`src/design/synth_pkg.sv`:
```
package synth_pkg;

    // Voice and sample sizes
    localparam int N_OSC = 4;
    localparam int OSC_IDX_W = $clog2(N_OSC);
    localparam int PHASE_W = 24;          // Phase accumulator and freq word
    localparam int SAMPLE_W = 16;
    localparam int AMP_W = 15;            // Unsigned voice amplitude
    localparam int VOL_W = 8;             // Volume is vol/256
    localparam int MIX_SUM_W = SAMPLE_W + OSC_IDX_W;
    localparam int MIX_PROD_W = MIX_SUM_W + VOL_W + 1;

    // DAC serial timing
    localparam int BCLK_HALF = 2;         // sys_clk cycles per bclk half
    localparam int DIV_W = $clog2(BCLK_HALF);
    localparam int FRAME_BITS = 2 * SAMPLE_W;
    localparam int FRAME_CNT_W = $clog2(FRAME_BITS);

    // SPI frame is address byte plus 24 data bits
    localparam int SPI_FRAME_BITS = 32;
    localparam int SPI_CNT_W = $clog2(SPI_FRAME_BITS) + 1;   // Room to see overlong frames

    // Register map
    localparam logic [7:0] ADDR_FREQ0 = 8'd0;
    localparam logic [7:0] ADDR_CTRL0 = 8'd4;
    localparam logic [7:0] ADDR_VOLUME = 8'd8;

    typedef enum logic {SHAPE_SQUARE, SHAPE_SAW} shape_e;

    typedef struct packed {
        logic             enable;
        shape_e           shape;
        logic [6:0]       reserved;
        logic [AMP_W-1:0] amp;
    } ctrl_word_t;

    // One SPI data word, read as freq or as ctrl depending on address
    typedef union packed {
        logic [PHASE_W-1:0] freq;
        ctrl_word_t         ctrl;
    } cfg_word_u;

    typedef struct packed {
        logic               enable;
        shape_e             shape;
        logic [AMP_W-1:0]   amp;
        logic [PHASE_W-1:0] freq;
    } voice_cfg_t;

    typedef voice_cfg_t [N_OSC-1:0] voice_cfg_arr_t;

    typedef struct packed {
        logic [7:0] addr;
        cfg_word_u  data;
    } spi_wr_t;

    typedef logic signed [SAMPLE_W-1:0] sample_t;

    localparam sample_t SAMPLE_MAX = {1'b0, {(SAMPLE_W-1){1'b1}}};
    localparam sample_t SAMPLE_MIN = {1'b1, {(SAMPLE_W-1){1'b0}}};

endpackage

```
`src/design/spi_cfg_rx.sv`:
```
module spi_cfg_rx import synth_pkg::*; (
    input  logic    i_sys_clk,
    input  logic    i_rst_n,
    input  logic    i_spi_clk,
    input  logic    i_spi_mosi,
    input  logic    i_spi_csn,
    output logic    o_wr_stb,
    output spi_wr_t o_wr
);

    logic [2:0]                clk_sync;     // Two sync stages plus edge history
    logic [2:0]                csn_sync;
    logic [1:0]                mosi_sync;
    logic                      clk_rise;
    logic                      csn_rise;
    logic [SPI_FRAME_BITS-1:0] shift_q;
    logic [SPI_CNT_W-1:0]      bit_cnt;

    assign clk_rise = clk_sync[1] & ~clk_sync[2];
    assign csn_rise = csn_sync[1] & ~csn_sync[2];

    // Pin synchronizers
    always_ff @(posedge i_sys_clk or negedge i_rst_n) begin
        if (!i_rst_n) begin
            clk_sync  <= '0;
            csn_sync  <= '1;     // Idle deselected
            mosi_sync <= '0;
        end else begin
            clk_sync  <= {clk_sync[1:0], i_spi_clk};
            csn_sync  <= {csn_sync[1:0], i_spi_csn};
            mosi_sync <= {mosi_sync[0], i_spi_mosi};
        end
    end

    // Bit counter and strobe
    always_ff @(posedge i_sys_clk or negedge i_rst_n) begin
        if (!i_rst_n) begin
            bit_cnt  <= '0;
            o_wr_stb <= 1'b0;
        end else begin
            o_wr_stb <= 1'b0;
            if (csn_rise) begin
                o_wr_stb <= (bit_cnt == SPI_CNT_W'(SPI_FRAME_BITS));  // Full frames only
                bit_cnt  <= '0;
            end else if (!csn_sync[1] && clk_rise && bit_cnt != '1) begin
                bit_cnt <= bit_cnt + 1'b1;   // Saturates so long frames never match
            end
        end
    end

    // MSB first shift, frame captured at deselect
    always_ff @(posedge i_sys_clk) begin
        if (!csn_sync[1] && clk_rise) begin
            shift_q <= {shift_q[SPI_FRAME_BITS-2:0], mosi_sync[1]};
        end
        if (csn_rise) begin
            o_wr <= spi_wr_t'(shift_q);
        end
    end

    // Strobe is a single-cycle pulse per frame
    a_stb_single: assert property (@(posedge i_sys_clk) disable iff (!i_rst_n)
        o_wr_stb |=> !o_wr_stb);

endmodule

```
`src/design/synth_regs.sv`:
```
module synth_regs import synth_pkg::*; (
    input  logic           i_sys_clk,
    input  logic           i_rst_n,
    input  logic           i_wr_stb,
    input  spi_wr_t        i_wr,
    output voice_cfg_arr_t o_voices,
    output logic [VOL_W-1:0] o_volume
);

    logic [7:0]           freq_off;
    logic [7:0]           ctrl_off;
    logic                 hit_freq;
    logic                 hit_ctrl;
    logic                 hit_vol;
    logic [OSC_IDX_W-1:0] voice_idx;

    // Address decode
    assign freq_off = i_wr.addr - ADDR_FREQ0;
    assign ctrl_off = i_wr.addr - ADDR_CTRL0;
    assign hit_freq = (freq_off < 8'(N_OSC));
    assign hit_ctrl = (ctrl_off < 8'(N_OSC));
    assign hit_vol  = (i_wr.addr == ADDR_VOLUME);
    assign voice_idx = i_wr.addr[OSC_IDX_W-1:0];   // Both bases are multiples of N_OSC

    always_ff @(posedge i_sys_clk or negedge i_rst_n) begin
        if (!i_rst_n) begin
            o_voices <= '0;      // All voices off with zero freq and amp
            o_volume <= '0;
        end else if (i_wr_stb) begin
            if (hit_freq) begin
                o_voices[voice_idx].freq <= i_wr.data.freq;   // Raw increment
            end else if (hit_ctrl) begin
                // Control view of the same word
                o_voices[voice_idx].enable <= i_wr.data.ctrl.enable;
                o_voices[voice_idx].shape  <= i_wr.data.ctrl.shape;
                o_voices[voice_idx].amp    <= i_wr.data.ctrl.amp;
            end else if (hit_vol) begin
                o_volume <= i_wr.data.freq[VOL_W-1:0];        // Low byte only
            end
            // Other addresses dropped
        end
    end

    // Volume writes never disturb voice settings
    a_vol_keeps_voices: assert property (@(posedge i_sys_clk) disable iff (!i_rst_n)
        (i_wr_stb && i_wr.addr == ADDR_VOLUME) |=> $stable(o_voices));

endmodule

```
`src/design/oscillator_bank.sv`:
```
module oscillator_bank import synth_pkg::*; (
    input  logic                  i_sys_clk,
    input  logic                  i_rst_n,
    input  logic                  i_sample_stb,
    input  voice_cfg_arr_t        i_voices,
    output sample_t [N_OSC-1:0]   o_voice_out
);

    for (genvar v = 0; v < N_OSC; v++) begin : g_voice
        logic [PHASE_W-1:0]            phase_q;
        logic [PHASE_W-1:0]            phase_nxt;
        sample_t                       amp_s;
        sample_t                       saw_top;
        logic signed [2*SAMPLE_W-1:0]  saw_prod;
        sample_t                       wave;

        assign phase_nxt = phase_q + i_voices[v].freq;
        assign amp_s     = sample_t'({1'b0, i_voices[v].amp});   // Always positive
        assign saw_top   = sample_t'(phase_nxt[PHASE_W-1 -: SAMPLE_W]);
        assign saw_prod  = (saw_top * amp_s) >>> AMP_W;

        // Shape from the updated phase
        always_comb begin
            if (i_voices[v].shape == SHAPE_SAW) begin
                wave = saw_prod[SAMPLE_W-1:0];   // Fits, |top*amp| < 2^30
            end else if (phase_nxt[PHASE_W-1]) begin
                wave = -amp_s;                   // Second half cycle
            end else begin
                wave = amp_s;
            end
        end

        always_ff @(posedge i_sys_clk or negedge i_rst_n) begin
            if (!i_rst_n) begin
                phase_q        <= '0;
                o_voice_out[v] <= '0;
            end else if (i_sample_stb) begin
                if (i_voices[v].enable) begin
                    phase_q        <= phase_nxt;
                    o_voice_out[v] <= wave;
                end else begin
                    phase_q        <= '0;        // Restart from zero when re-enabled
                    o_voice_out[v] <= '0;
                end
            end
        end
    end

endmodule

```
`src/design/voice_mixer.sv`:
```
module voice_mixer import synth_pkg::*; (
    input  logic                i_sys_clk,
    input  logic                i_rst_n,
    input  logic                i_sample_stb,
    input  sample_t [N_OSC-1:0] i_voice_out,
    input  logic [VOL_W-1:0]    i_volume,
    output sample_t             o_mix
);

    logic                           stb_d;        // Voices settled this cycle
    logic signed [MIX_SUM_W-1:0]    sum;
    logic signed [MIX_PROD_W-1:0]   prod;
    logic signed [MIX_PROD_W-1:0]   scaled;
    sample_t                        sat;

    // Full width sum, no overflow possible
    always_comb begin
        sum = '0;
        for (int i = 0; i < N_OSC; i++) begin
            sum = sum + MIX_SUM_W'(i_voice_out[i]);
        end
    end

    assign prod   = sum * $signed({1'b0, i_volume});   // Volume as positive factor
    assign scaled = prod >>> VOL_W;

    // Clip to sample range
    always_comb begin
        if (scaled > SAMPLE_MAX)      sat = SAMPLE_MAX;
        else if (scaled < SAMPLE_MIN) sat = SAMPLE_MIN;
        else                          sat = scaled[SAMPLE_W-1:0];
    end

    always_ff @(posedge i_sys_clk or negedge i_rst_n) begin
        if (!i_rst_n) begin
            stb_d <= 1'b0;
            o_mix <= '0;
        end else begin
            stb_d <= i_sample_stb;
            if (stb_d) o_mix <= sat;
        end
    end

    // Output moves only right after a strobe has stepped the oscillators
    a_mix_on_stb: assert property (@(posedge i_sys_clk) disable iff (!i_rst_n)
        $changed(o_mix) |-> $past(i_sample_stb, 2));

endmodule

```
`src/design/dac_i2s_tx.sv`:
```
module dac_i2s_tx import synth_pkg::*; (
    input  logic    i_sys_clk,
    input  logic    i_rst_n,
    input  sample_t i_mix,
    output logic    o_sample_stb,
    output logic    o_dac_bclk,
    output logic    o_dac_lrclk,
    output logic    o_dac_sd
);

    logic [DIV_W-1:0]       div_cnt;
    logic                   tick;         // Bit clock toggles this cycle
    logic                   bclk_fall;
    logic [FRAME_CNT_W-1:0] bit_cnt;      // Position of the bit now on the line
    logic [FRAME_CNT_W-1:0] bit_nxt;
    logic [FRAME_BITS-1:0]  frame_sr;     // Left word then right word

    assign tick      = (div_cnt == DIV_W'(BCLK_HALF - 1));
    assign bclk_fall = tick & o_dac_bclk;
    assign bit_nxt   = bit_cnt + 1'b1;    // Wraps at frame end
    assign o_dac_sd  = frame_sr[FRAME_BITS-1];

    // Bit clock divider
    always_ff @(posedge i_sys_clk or negedge i_rst_n) begin
        if (!i_rst_n) begin
            div_cnt    <= '0;
            o_dac_bclk <= 1'b0;
        end else begin
            div_cnt <= tick ? '0 : div_cnt + 1'b1;
            if (tick) o_dac_bclk <= ~o_dac_bclk;
        end
    end

    // Frame position, LR select and shifter
    always_ff @(posedge i_sys_clk or negedge i_rst_n) begin
        if (!i_rst_n) begin
            bit_cnt     <= '1;        // First fall starts a frame
            o_dac_lrclk <= 1'b0;
            frame_sr    <= '0;
        end else if (bclk_fall) begin
            bit_cnt     <= bit_nxt;
            o_dac_lrclk <= bit_nxt[FRAME_CNT_W-1];   // High for second word
            if (bit_nxt == '0) begin
                frame_sr <= {i_mix, i_mix};          // Same sample on both channels
            end else begin
                frame_sr <= frame_sr << 1;
            end
        end
    end

    // Strobe at the fall before the last bit, 4 cycles ahead of the load
    always_ff @(posedge i_sys_clk or negedge i_rst_n) begin
        if (!i_rst_n) begin
            o_sample_stb <= 1'b0;
        end else begin
            o_sample_stb <= bclk_fall && (bit_cnt == FRAME_CNT_W'(FRAME_BITS - 2));
        end
    end

    // Receiver samples on the rise, so outputs may only move on the fall
    a_change_on_fall: assert property (@(posedge i_sys_clk) disable iff (!i_rst_n)
        ($changed(o_dac_lrclk) || $changed(o_dac_sd)) |-> $fell(o_dac_bclk));

endmodule

```
`src/design/synth_top.sv`:
```
module synth_top import synth_pkg::*; (
    input  logic i_sys_clk,
    input  logic i_rst_n,
    input  logic i_spi_clk,
    input  logic i_spi_mosi,
    input  logic i_spi_csn,
    output logic o_dac_bclk,
    output logic o_dac_lrclk,
    output logic o_dac_sd
);

    logic                wr_stb;
    spi_wr_t             wr;
    voice_cfg_arr_t      voices;
    logic [VOL_W-1:0]    volume;
    logic                sample_stb;     // Once per DAC frame
    sample_t [N_OSC-1:0] voice_out;
    sample_t             mix;

    spi_cfg_rx u_spi_cfg_rx (
        .i_sys_clk  (i_sys_clk),
        .i_rst_n    (i_rst_n),
        .i_spi_clk  (i_spi_clk),
        .i_spi_mosi (i_spi_mosi),
        .i_spi_csn  (i_spi_csn),
        .o_wr_stb   (wr_stb),
        .o_wr       (wr)
    );

    synth_regs u_synth_regs (
        .i_sys_clk (i_sys_clk),
        .i_rst_n   (i_rst_n),
        .i_wr_stb  (wr_stb),
        .i_wr      (wr),
        .o_voices  (voices),
        .o_volume  (volume)
    );

    oscillator_bank u_oscillator_bank (
        .i_sys_clk    (i_sys_clk),
        .i_rst_n      (i_rst_n),
        .i_sample_stb (sample_stb),
        .i_voices     (voices),
        .o_voice_out  (voice_out)
    );

    voice_mixer u_voice_mixer (
        .i_sys_clk    (i_sys_clk),
        .i_rst_n      (i_rst_n),
        .i_sample_stb (sample_stb),
        .i_voice_out  (voice_out),
        .i_volume     (volume),
        .o_mix        (mix)
    );

    dac_i2s_tx u_dac_i2s_tx (
        .i_sys_clk    (i_sys_clk),
        .i_rst_n      (i_rst_n),
        .i_mix        (mix),
        .o_sample_stb (sample_stb),
        .o_dac_bclk   (o_dac_bclk),
        .o_dac_lrclk  (o_dac_lrclk),
        .o_dac_sd     (o_dac_sd)
    );

endmodule

```
`config.mk`:
```
export PLATFORM = sky130hd
export DESIGN_NAME = synth_top
export DESIGN_NICKNAME = d
export VERILOG_FILES = /design/src/design/synth_pkg.sv /design/src/design/spi_cfg_rx.sv /design/src/design/synth_regs.sv /design/src/design/oscillator_bank.sv /design/src/design/voice_mixer.sv /design/src/design/dac_i2s_tx.sv /design/src/design/synth_top.sv
export SDC_FILE = /design/constraint.sdc
export NUM_CORES = 2
export LEC_CHECK = 0
export ABC_AREA = 0
export BUFFER_PORTS_ARGS = -buffer_cell sky130_fd_sc_hd__buf_4
export CAP_MARGIN = 20
export CORE_MARGIN = 4
export CORE_UTILIZATION = 35
export CTS_CLUSTER_DIAMETER = 150
export DETAILED_ROUTE_END_ITERATION = 12
export HOLD_SLACK_MARGIN = 0.06
export SETUP_SLACK_MARGIN = 0.3
export SLEW_MARGIN = 40
export SYNTH_ARGS = -nofsm -noshare
export SYNTH_HDL_FRONTEND = slang
export SYNTH_HIERARCHICAL = 1
export SYNTH_SLANG_ARGS = --single-unit
export TNS_END_PERCENT = 100
```
`constraint.sdc`:
```
create_clock -name i_sys_clk -period 9.65 [get_ports i_sys_clk]
set_input_delay 0 -clock i_sys_clk [delete_from_list [all_inputs] [get_ports i_sys_clk]]
set_output_delay 0 -clock i_sys_clk [all_outputs]
set_load 0.02 [all_outputs]
```
==> summary.md <==
| Metric | Value |
|---|---|
| Clock Skews | 0.03280 ns |
| Vias in the first global route | 51920 |
| DR pass1 iterations | 5 |
| Slew Viols, Final | 0 |
| H-tree lvl count | 2 |
| Max-cap viol count | 0 |
| Yosys cell types | 116 |
| Primary FF master, synth | dfrtp_1 |
| Critical path fanouts, max | 15 |
| Clk buf depth | 3 |
| Yosys reg bits | 469 |
| I/O pin total | 8 |
| Post-synthesis async set-or-reset flop share | 86.35% |
| Post-layout instance area | 72770 µm² |
| First-pass GRT wire length | 287300 µm |
| Final period util | 92.82% |
| CTS tree | done |
| Measured slew at the worst slew-check pin | 0.9001 ns |
| Fmax | 0.1116 GHz |
| PwrDens | 58.17 nW/µm² |
| Post-synth EDFFs | 64 |
| Row count | 160 |
| Clk_lat worst skew | 0.64 ns |
| Ranking of synthesized cells by area | fa_1 (32%), dfrtp_1 (15%), ha_1 (8.8%), inv_1 (7.6%), and2_1 (4.9%) |
| Count leader, synth | inv_1 |
| Area Growth Syn to Fin | 8.038% |
| Outcome | completed |
| Slowest CP cell | or4_4 |
| Worst hold path class | flip-flop to flip-flop |
| Antenna viol nets, final | 0 |
| PnR Total Power | 4.233 mW |
| Layout cells sized above 1 | 8.559% |
| Gr ovfl total | 0 |
| Synth warn | 6 |
| Initial core utilization | 35.31% |
| Share of the synthesized area in the top cell type | 32.28% |
| Leakage power | 37.26 nW |
| Crit Path Category | flip-flop to flip-flop |
| Cells after Synth | 7028 |
| CTS root buffer | clkbuf_16 |
| Synthesized area | 67360 µm² |
| Area of the die | 199500 µm² |
| Syn Nets | 8594 |
| CP top delay family | adder cells |
| Crit path DAT | 9.44 ns |
| Port Buffers | 7 |
| Most Frequent Cell on Critical Path | inv_1 |
| Slew HR | 40.00% |
| RSZ-0062 raised after global routing | true |
| Gr usage total | 17.79% |
| # setup viols final | 0 |
| Area of the core | 190800 µm² |
| Initial antenna violation count | 2 |
| Clk slew on worst S/H paths | 0.06 ns |
| Clock tree sinks | 469 |
| Synth cell count leaders | inv_1 (1369), fa_1 (1086), nand2_1 (737) |
| GP Congestion | 0.8769 |
| Setup_tns | 0 ns |
| Final net count | 8477 |
| Cell Area, Placed | 70390 µm² |
| Drt initial violations | 3034 |
| Final hold violations | 0 |
| DR WL/cell | 18.42 µm |
| Die width | 446.7 µm |
| WP buf/inv | 8 |
| Synth area leader | fa_1 |
| CP Capture Type | flip-flop |
| VDD IR-drop max | 0.1380 mV |
| Remaining DRCs | 0 |
| Final WS setup | 0.6929 ns |
| Worst EP required | 10.13 ns |
| CP max stage delay | 0.58 ns |
| Avg Cell Area, Syn | 9.584 µm² |
| Hold Slack | 0.3540 ns |
| Via density | 5.130 |
| DPL Wire Length | 133200 µm |
| Chip height | 446.7 µm |
| Seq/Total Area, Yosys | 17.91% |
| Worst setup SP type | flip-flop |
| DRT Wirelength | 174400 µm |
| Setup WS pre-CTS | 0.1811 ns |
| Final min period | 8.957 ns |
| Largest net degree at the start of global routing | 82 |
| CTS Buf Count | 51 |
| Vias | 48550 |
## per-stage QoR
step | instances | util (%)
final | 9464 | 38.14
after global routing | 9463 | 38.14
after CTS | 9446 | 37.90
after global placement | 9335 | 36.76
after floorplan | 7028 | -
after detailed placement | 9343 | 36.89
## final cells by class
cell class	instances	area, µm²
Inverter	1369	5141
Clock inverter	37	484.2
Clock buffer	57	1319
Antenna cell	1	2.502
Timing Repair Buffer	162	1434
Tap cell	2511	3142
Fill cell	18920	118000
Multi-Input combinational cell	4858	49150
Sequential cell	469	12100
## metal layers
metal	vias to the layer above	GRT usage [%]	share of wire, %
li1	22050	-	-
met1	25030	25.06	46
met2	1216	29.58	47
met3	250	1.687	4.5
met4	0	4.232	2.5
met5	-	0	0
## placed cells by master, fill, tap and decap left out, types with 26 or more instances in the layout
cell type | synthesis | final
a21oi_1 | 169 | 163
nor3_1 | 47 | 46
o221ai_1 | 36 | 36
inv_1 | 1369 | 1368
nand3_1 | 111 | 111
mux2_2 | 148 | 148
ha_1 | 475 | 473
o21a_1 | 41 | 41
a31oi_1 | 53 | 52
xor2_1 | 107 | 102
and2_1 | 524 | 525
a21o_1 | 68 | 68
clkbuf_16 | 0 | 51
a21boi_0 | 36 | 33
nand2_1 | 737 | 732
nand4_1 | 64 | 64
a22o_1 | 81 | 81
and3_1 | 60 | 59
o21ai_0 | 160 | 154
fa_1 | 1086 | 1084
dfrtp_1 | 397 | 373
edfxtp_1 | 64 | 64
xnor2_1 | 165 | 153
nor2_1 | 155 | 153
nand2b_1 | 37 | 37
nor2b_1 | 46 | 44
or3_1 | 28 | 26
buf_4 | 7 | 129
## worst paths after layout
| path | slack (ns) | end | cells past startpoint | startpoint |
|---|---|---|---|---|
| max | 0.69 | u_voice_mixer/o_mix[2]$_DFFE_PN0P_ | 33 | u_oscillator_bank/o_voice_out[1]$_DFFE_PN0P_ |
| min | 0.35 | u_spi_cfg_rx/clk_sync[1]$_DFF_PN0_ | 0 | u_spi_cfg_rx/clk_sync[0]$_DFF_PN0_ |
| max reg2reg | 0.69 | u_voice_mixer/o_mix[2]$_DFFE_PN0P_ | 33 | u_oscillator_bank/o_voice_out[1]$_DFFE_PN0P_ |
| min reg2reg | 0.35 | u_spi_cfg_rx/clk_sync[1]$_DFF_PN0_ | 0 | u_spi_cfg_rx/clk_sync[0]$_DFF_PN0_ |
| max in group asynchronous | 7.86 | u_synth_regs/o_voices[26]$_DFFE_PN0P_ | 6 | i_rst_n |
| min in group asynchronous | 0.53 | u_oscillator_bank/g_voice[3].phase_q[16]$_DFFE_PN0P_ | 4 | i_rst_n |
## worst register-to-register path: cells and delay by family (launching register included)
family | cells | cell delay (ns)
AND/OR/NAND/NOR | 5 | 1.37
flip-flops | 1 | 0.36
buffers and inverters | 8 | 0.74
adder cells (fa/ha/maj) | 9 | 4.04
AO/OA/AOI/OAI | 11 | 2.30
## where the power goes
group | internal [mW] | switching [mW] | leakage [nW]
logic | 0.0158 | 0.0491 | 30.2
registers | 2.02 | 0.0214 | 6.17
clock network | 1.24 | 0.894 | 0.876
total | 3.27 | 0.965 | 37.3
## logic make-up (layout without fill, tap and decap cells)
| kind of cell | Yosys count | in the layout | synth area share (%) |
|---|---|---|---|
| fa+ha+maj | 1561 | 1561 | 41.10 |
| simple gates | 1928 | 1928 | 14.75 |
| compound gates | 909 | 909 | 9.654 |
| flops | 469 | 469 | 17.91 |
| xor+xnor | 275 | 275 | 3.637 |
| buf+inv | 1701 | 1625 | 9.746 |
| mux | 185 | 185 | 3.202 |
| other cells | 0 | 1 | 0 |
## repair_timing
item | CTS | global route
resized for setup | 3 | 58
hold buffers | 9 | 0
endpoints found under the setup margin | 15 | 52
buffers inserted | 0 | 13
pin swaps | 0 | 11
endpoints found under the hold margin | 248 | 0
gates cloned | 0 | 2
## sequential cells by signal (all words and copies together) (netlist names)
name                               flops
u_synth_regs/o_voices                164
u_oscillator_bank/g_voice.phase_q     96
u_oscillator_bank/o_voice_out         64
u_dac_i2s_tx/frame_sr                 32
u_spi_cfg_rx/o_wr                     32
u_spi_cfg_rx/shift_q                  32
u_voice_mixer/o_mix                   16
u_synth_regs/o_volume                  8
u_spi_cfg_rx/bit_cnt                   6
u_dac_i2s_tx/bit_cnt                   5
u_spi_cfg_rx/clk_sync                  3
u_spi_cfg_rx/csn_sync                  3
u_spi_cfg_rx/mosi_sync                 2
u_dac_i2s_tx/div_cnt                   1
u_dac_i2s_tx/o_dac_bclk                1
u_dac_i2s_tx/o_dac_lrclk               1
u_dac_i2s_tx/o_sample_stb              1
u_spi_cfg_rx/o_wr_stb                  1
u_voice_mixer/stb_d                    1
Power figures use the tool's default switching activity.
